==> src/bram_test_pkg.sv <==
`default_nettype none

package bram_test_pkg;

    // host side
    localparam int apb_addr_w = 5;
    localparam int data_w     = 32;

    // address register covers the deepest memory
    localparam int mem_addr_w = 11;

    // 16 Kbit per memory
    localparam int depth8  = 2048;
    localparam int depth16 = 1024;
    localparam int depth32 = 512;

    // width select, code 3 is rejected by the register file
    typedef enum logic [1:0] {
        sel8  = 2'd0,
        sel16 = 2'd1,
        sel32 = 2'd2
    } width_sel_t;

    // register offsets
    localparam logic [apb_addr_w-1:0] reg_ctrl  = 5'h00;
    localparam logic [apb_addr_w-1:0] reg_addr  = 5'h04;
    localparam logic [apb_addr_w-1:0] reg_wdata = 5'h08;
    localparam logic [apb_addr_w-1:0] reg_cmd   = 5'h0C;
    localparam logic [apb_addr_w-1:0] reg_rdata = 5'h10;

    // power-up test patterns, one byte per word, repeated across the lanes
    localparam int preload_count = 10;
    localparam logic [7:0] preload_pattern [preload_count] = '{
        8'h01, 8'hAA, 8'h55, 8'hFF, 8'hF0,
        8'h0F, 8'hCC, 8'h33, 8'h02, 8'h04
    };

    // memory payloads
    typedef logic [7:0]  byte_t;
    typedef logic [15:0] half_t;
    typedef logic [31:0] word_t;

endpackage

`default_nettype wire

==> src/apb_regs.sv <==
`timescale 1ns/1ps
`default_nettype none

module apb_regs
    import bram_test_pkg::*;
(
    input  wire                   rdclk,
    input  wire                   rst_n,
    // APB slave
    input  wire                   psel,
    input  wire                   penable,
    input  wire                   pwrite,
    input  wire [apb_addr_w-1:0]  paddr,
    input  wire [data_w-1:0]      pwdata,
    output logic [data_w-1:0]     prdata,
    output logic                  pready,
    output logic                  pslverr,
    // to the memory bank
    output width_sel_t            sel,
    output logic [mem_addr_w-1:0] addr,
    output logic [data_w-1:0]     wdata,
    output logic                  wr_stb,
    input  wire [data_w-1:0]      rdata
);

    logic access;
    logic rdata_rd;
    logic offset_ok;
    logic bad_code;
    logic ro_write;
    logic err;
    logic wr_fire;
    logic wait_q;

    assign access   = psel && penable;
    assign rdata_rd = (paddr == reg_rdata) && !pwrite;

    // error decode
    assign offset_ok = paddr inside {reg_ctrl, reg_addr, reg_wdata, reg_cmd, reg_rdata};
    assign bad_code  = pwrite && (paddr == reg_ctrl) && (pwdata[1:0] == 2'b11);
    assign ro_write  = pwrite && (paddr == reg_rdata);
    assign err       = !offset_ok || bad_code || ro_write;

    // memory read data needs one extra cycle
    assign pready  = !(access && rdata_rd) || wait_q;
    assign pslverr = access && pready && err;
    assign wr_fire = access && pready && pwrite && !err;

    // set in the first access cycle of a data read, cleared on completion
    always_ff @(posedge rdclk) begin
        if (!rst_n) begin
            wait_q <= 1'b0;
        end else begin
            wait_q <= access && rdata_rd && !wait_q;
        end
    end

    always_ff @(posedge rdclk) begin
        if (!rst_n) begin
            sel    <= sel8;
            addr   <= '0;
            wdata  <= '0;
            wr_stb <= 1'b0;
        end else begin
            // strobe lasts one cycle
            wr_stb <= 1'b0;
            if (wr_fire) begin
                case (paddr)
                    reg_ctrl:  sel    <= width_sel_t'(pwdata[1:0]);
                    reg_addr:  addr   <= pwdata[mem_addr_w-1:0];
                    reg_wdata: wdata  <= pwdata;
                    reg_cmd:   wr_stb <= 1'b1;
                    default:   ;
                endcase
            end
        end
    end

    // read mux, zero for write-only and unmapped offsets
    always_comb begin
        prdata = '0;
        if (psel && !pwrite) begin
            case (paddr)
                reg_ctrl:  prdata = data_w'(sel);
                reg_addr:  prdata = data_w'(addr);
                reg_wdata: prdata = wdata;
                reg_rdata: prdata = rdata;
                default:   prdata = '0;
            endcase
        end
    end

    // host must hold the transfer through the wait state
    a_psel_held: assert property (
        @(posedge rdclk) disable iff (!rst_n)
        (psel && penable && !pready) |=> (psel && penable)
    ) else $error("apb_regs psel dropped before pready");

    a_ctrl_stable: assert property (
        @(posedge rdclk) disable iff (!rst_n)
        (psel && penable && !pready) |=> ($stable(paddr) && $stable(pwrite))
    ) else $error("apb_regs paddr or pwrite changed in access phase");

endmodule

`default_nettype wire

==> config.mk <==
export PLATFORM = sky130hd
export DESIGN_NAME = apb_regs
export DESIGN_NICKNAME = d
export VERILOG_FILES = /design/src/bram_test_pkg.sv /design/src/apb_regs.sv
export SDC_FILE = /design/constraint.sdc
export NUM_CORES = 1
export LEC_CHECK = 0
export BUFFER_PORTS_ARGS = -buffer_cell sky130_fd_sc_hd__clkbuf_2
export CAP_MARGIN = 20
export CELL_PAD_IN_SITES_DETAIL_PLACEMENT = 1
export CELL_PAD_IN_SITES_GLOBAL_PLACEMENT = 1
export CORE_MARGIN = 5
export CORE_UTILIZATION = 30
export DETAILED_ROUTE_END_ITERATION = 16
export GPL_ROUTABILITY_DRIVEN = 1
export PLACE_DENSITY_LB_ADDON = 0.1
export SYNTH_ARGS = -nofsm -noshare
export SYNTH_HDL_FRONTEND = slang
export SYNTH_SLANG_ARGS = --single-unit
==> constraint.sdc <==
create_clock -name rdclk -period 2.41 [get_ports rdclk]
set_input_delay 0.482 -clock rdclk [delete_from_list [all_inputs] [get_ports rdclk]]
set_output_delay 0.482 -clock rdclk [all_outputs]
set_load 0.05 [all_outputs]
Word-level counts from Yosys, hierarchy flattened
Index checks and enable logic that the tools add are counted.
{"block": "op_classes", "muxes": 3, "reduce_logical": 26, "eq_ne": 5}
{"operator": "one-hot mux 32 bit (4 select lines)", "n": 1}
{"operator": "2-to-1 mux 32 bit", "n": 1}
{"operator": "logical AND 1 bit", "n": 12}
{"operator": "== test 5 x 4 -> 1 bit, second input constant", "n": 2}
{"operator": "AND reduction 2 bit", "n": 4}
{"operator": "== test 5 x 3 -> 1 bit, second input constant", "n": 1}
{"operator": "== test 5 bit, second input constant", "n": 1}
{"operator": "logical NOT 1 bit", "n": 5}
{"operator": "logical NOT 5 bit", "n": 1}
{"operator": "nonzero test 5 bit", "n": 1}
{"operator": "logical OR 1 bit", "n": 3}
{"operator": "== test 2 bit, second input constant", "n": 1}
{"operator": "2-to-1 mux 1 bit", "n": 1}
{"block": "totals", "output_inout_bits": 80, "input_bits": 74, "regBits": 47}

Depth between registers and ports, before layout
{"block": "logic_depth", "ltp_word": 9, "mapped_depth": 5, "mapped_depth_nobuf": 3}

Worst setup path after synthesis
OpenSTA, ideal clock, no wires.
{"block": "synth_timing", "kind": "input to output", "start": "input port paddr[2]", "end": "output port pslverr", "path_slack_ns": -0.441, "n_path_buf": 1, "arrival_time_ns": 2.369, "stages": 4, "cell_sequence": "nor3_1 clkbuf_1 nand4_1 a311oi_1"}
{"block": "synth_between", "elab_chain_cells": 7}
{"element": "from (decl)", "line": "apb_regs.sv:13", "text": "input wire [apb_addr_w-1:0] paddr,"}
{"element": "branches (longest 6 deep; another with == test 5 x 3 -> 1 bit)"}
{"element": "logical AND 1 bit *", "line": "apb_regs.sv:46", "text": "assign pslverr = access && pready && err;"}
{"element": "to (decl)", "line": "apb_regs.sv:17", "text": "output logic pslverr,"}
Mark *: on every way between the ends.

Worst setup path in the final report
{"block": "layout_timing", "start": "input port paddr[4]", "end": "output port prdata[9]"}
{"block": "layout_between", "elab_chain_cells": 3}
{"element": "== test 5 bit (tied with other cells)", "line": "apb_regs.sv:83", "text": "case (paddr)"}
{"element": "one-hot mux 32 bit (4 select lines) *", "line": "apb_regs.sv:83"}
{"element": "2-to-1 mux 32 bit *", "line": "apb_regs.sv:82", "text": "if (psel && !pwrite) begin"}
{"element": "to (decl)", "line": "apb_regs.sv:15", "text": "output logic [data_w-1:0] prdata,"}
Mark *: on every way between the ends. The rest lies on a longest branch, timed or not.

==> results.md <==
* HPWL after detailed placement at 7388 um
* First-pass DRT Iterations at 4
* Clock buffer count from CTS at 5
* Crit path launch type: primary input
* Setup skew after layout at 0 ps
* Antenna violations before repair at 0
* Area of the core at approximately 8700 um2
* Synth Cell Area at 2680 um2
* Data required, critical path at 1930 ps
* Area Growth Syn to Fin at 47.29%
* Number of levels the H-tree was split into at 2
* Non-filler instance count after layout at 600
* Adder-Cell Fraction of Synth Area at 0%
* Number of unique standard cell types used by synthesis at 27
* Most common library cell in the layout ignoring fill and taps: clkbuf_2
* Grt met1 use at 21.71%
* Leakage dissipation at 1.638 nW
* Grt met2 use at 30.27%
* Worst Max-Slew Pin Slew at 424.9 ps
* Final period util at 95.07%
* Multiplexer share of the synthesized area at 16.90%
* Starting Density at 30.73%
* RSZ-0062 raised after global routing: no
* Post-route antenna net violation count at 0
* Clock buffer depth at 2
* Dominant combinational cell family by area after synthesis: simple AND/OR/NAND/NOR gates
* Area share of and/or/nand/nor cells after synthesis at 32.21%
* DIE AREA at 10920 um2
* Wire length of the first global-routing pass at 16130 um
* Clock latency on the worst-skew pair at about 300 ps
* Initial detailed-routing violation count at 80
* Worst VDD drop at between 0.15 and 0.2 mV
* Reported max-cap violation count at 0
* Sequential cell area at 940.9 um2
* Kind of path behind the tightest hold check: in2reg
* Most frequent cells in the layout: clkbuf_2 (152), nand2_1 (79), nand3_1 (55)
* Critical path class: in2out
* Average size of a mapped cell at roughly 7.7 um2
* Routing layer with the top usage in global route: met2
* Sum of overflow across all layers after global routing at 0
* Sequential element share of the synthesized area at a little over a third
* Number of cells on the worst hold path at 3
* Quantity of I/O buffers inserted on ports at between 150 and 200
* CP endpoint kind: primary output
* Post-synthesis xor/xnor area fraction at 0%
* Area taken by multi-input logic gates at 1753 um2
* Outcome: complete, no violations
* Vias post-DR at about 3000
* Width of the die at approximately 100 um
* Vias in the first global route at 3177
* Syn. warnings at 0
* Row count at 34
* Overall global routing resource usage at 17.67%
* Net count of the mapped netlist at 420
* Number of nets at the end of the flow at ~570
* Count of mapped cells out of synthesis at 346
* Clock root buffer: clkbuf_8
* Post-route cell area at 3948 um2
* Final routed DRC violation total at 0
* Worst slew margin relative to its limit at 71.46%
* Average routed wire per standard cell at ~16 um
* Routed vias/inst at 5.072
* Achievable Freq at roughly 440 MHz
* PD cells at 389.3 nW/um2
* Number of top-level pins at between 150 and 200
* Total clock sinks at 47
* Crit Path Max Fanout at 9
* Seq cells post-synth at 47
* Number of hold-slack violations in the final timing report at 0
* Total Routed Length at 9815 um
* Final Worst Setup Slack at 118.7 ps
* Pre-CTS WS at -17.54 ps
* Routability congestion estimate at 0.7856
* Cell area after placement at between 3000 and 4000 um2
* CTS tree: yes
* Complex-gate fraction of the synthesized area at 9.944%
* Largest net degree at the start of global routing at 80
* Global-route track usage on met3 at 5.525%
* Signal arrival time at the worst endpoint at 1810 ps
* Final-layout fill cell count at 1100
* Max-slew violation total from the final report at 0
* Setup Viol. Count Final at 0
* Post-layout minimum cycle time at 2291 ps
* Count of placed standard cells including taps at approximately 590
* DIE HEIGHT at 104.5 um
* # diodes at 0
* Total power at 1.537 mW
* Share of post-route cells with drive strength above 1 at 45.53%
* R2r worst-path depth at 3
* Clock-pin slew on the worst setup and hold paths at 90 ps
## cell type report
| class | count | share of cell area (%) |
|---|---|---|
| timing repair buffer | 172 | 25.71 |
| clock buffer | 8 | 2.536 |
| inverter | 1 | 0.09509 |
| sequential | 47 | 23.84 |
| tap | 108 | 3.423 |
| multi-input combinational | 264 | 44.41 |
## per-stage QoR
step / util [%] / setup TNS, ps / hold slack (ps)
after global routing: 45.27 / 0 / 390.2
after floorplan: - / 0 / 585.1
after detailed placement: 43.83 / -17.54 / 466.5
after global placement: 43.83 / 0 / 459.0
final: 45.27 / 0 / 403.6
after CTS: 45.05 / 0 / 396.5
## cells by family (layout without fill, tap and decap cells)
logic type,after synthesis,after routing
buf+inv,35,181
flops,47,47
mux,45,45
simple gates,171,171
compound gates,48,48
## where the power goes
group | switching, mW | internal, mW | total, mW
Combinational | 0.130 | 0.0915 | 0.222
Clock | 0.273 | 0.263 | 0.536
Sequential | 0.00141 | 0.778 | 0.779
Total | 0.405 | 1.13 | 1.54
## per-layer routing
metal | part of all wire [%] | routed length, um
met1 | 44 | 4309
met2 | 48 | 4753
met3 | 6.5 | 634
met4 | 1.2 | 118
met5 | 0 | 0
## worst max-delay path, stage by stage
cell,delay (ps)
clkbuf_2,170
nor4_2,360
buf_4,240
nand3_1,120
a21oi_2,150
clkbuf_2,280
## flip-flops by register name, indices dropped and copies added, names as in the netlist
signal  count
addr       11
sel         2
wait_q      1
wdata      32
wr_stb      1
## Yosys cell counts, drive strengths merged
cell,number,area [um2]
nor4b,1,8.760
and3b,18,157.7
inv,1,3.750
nor2b,3,18.77
a311oi,1,8.760
clkbuf,27,101.4
or3,2,12.51
and4,1,8.760
o21ai,10,50.05
a21o,1,7.510
mux2,2,22.52
nand3,55,275.3
dfxtp,47,940.9
or2,1,6.260
nand4,3,18.77
nor2,1,3.750
a32oi,2,17.52
nand2,79,296.5
buf,7,51.30
nor4,5,46.29
nor3,2,10.01
a21oi,32,160.2
o221a,2,22.52
mux2i,43,430.4
## final timing paths
kind,startpoint,end,slack [ps]
min,pwdata[22],wdata[22],400
max,paddr[4],prdata[9],120
max reg2reg,wait_q,wait_q,1410
min reg2reg,wdata[8],wdata[8],480
## timing repair
action,in CTS,in global routing
resized for setup,1,3
setup buffers,0,0
hold buffers,0,0
endpoints found under the hold margin,0,0
setup endpoints to repair,1,13
(Power assumes the default switching activity.)
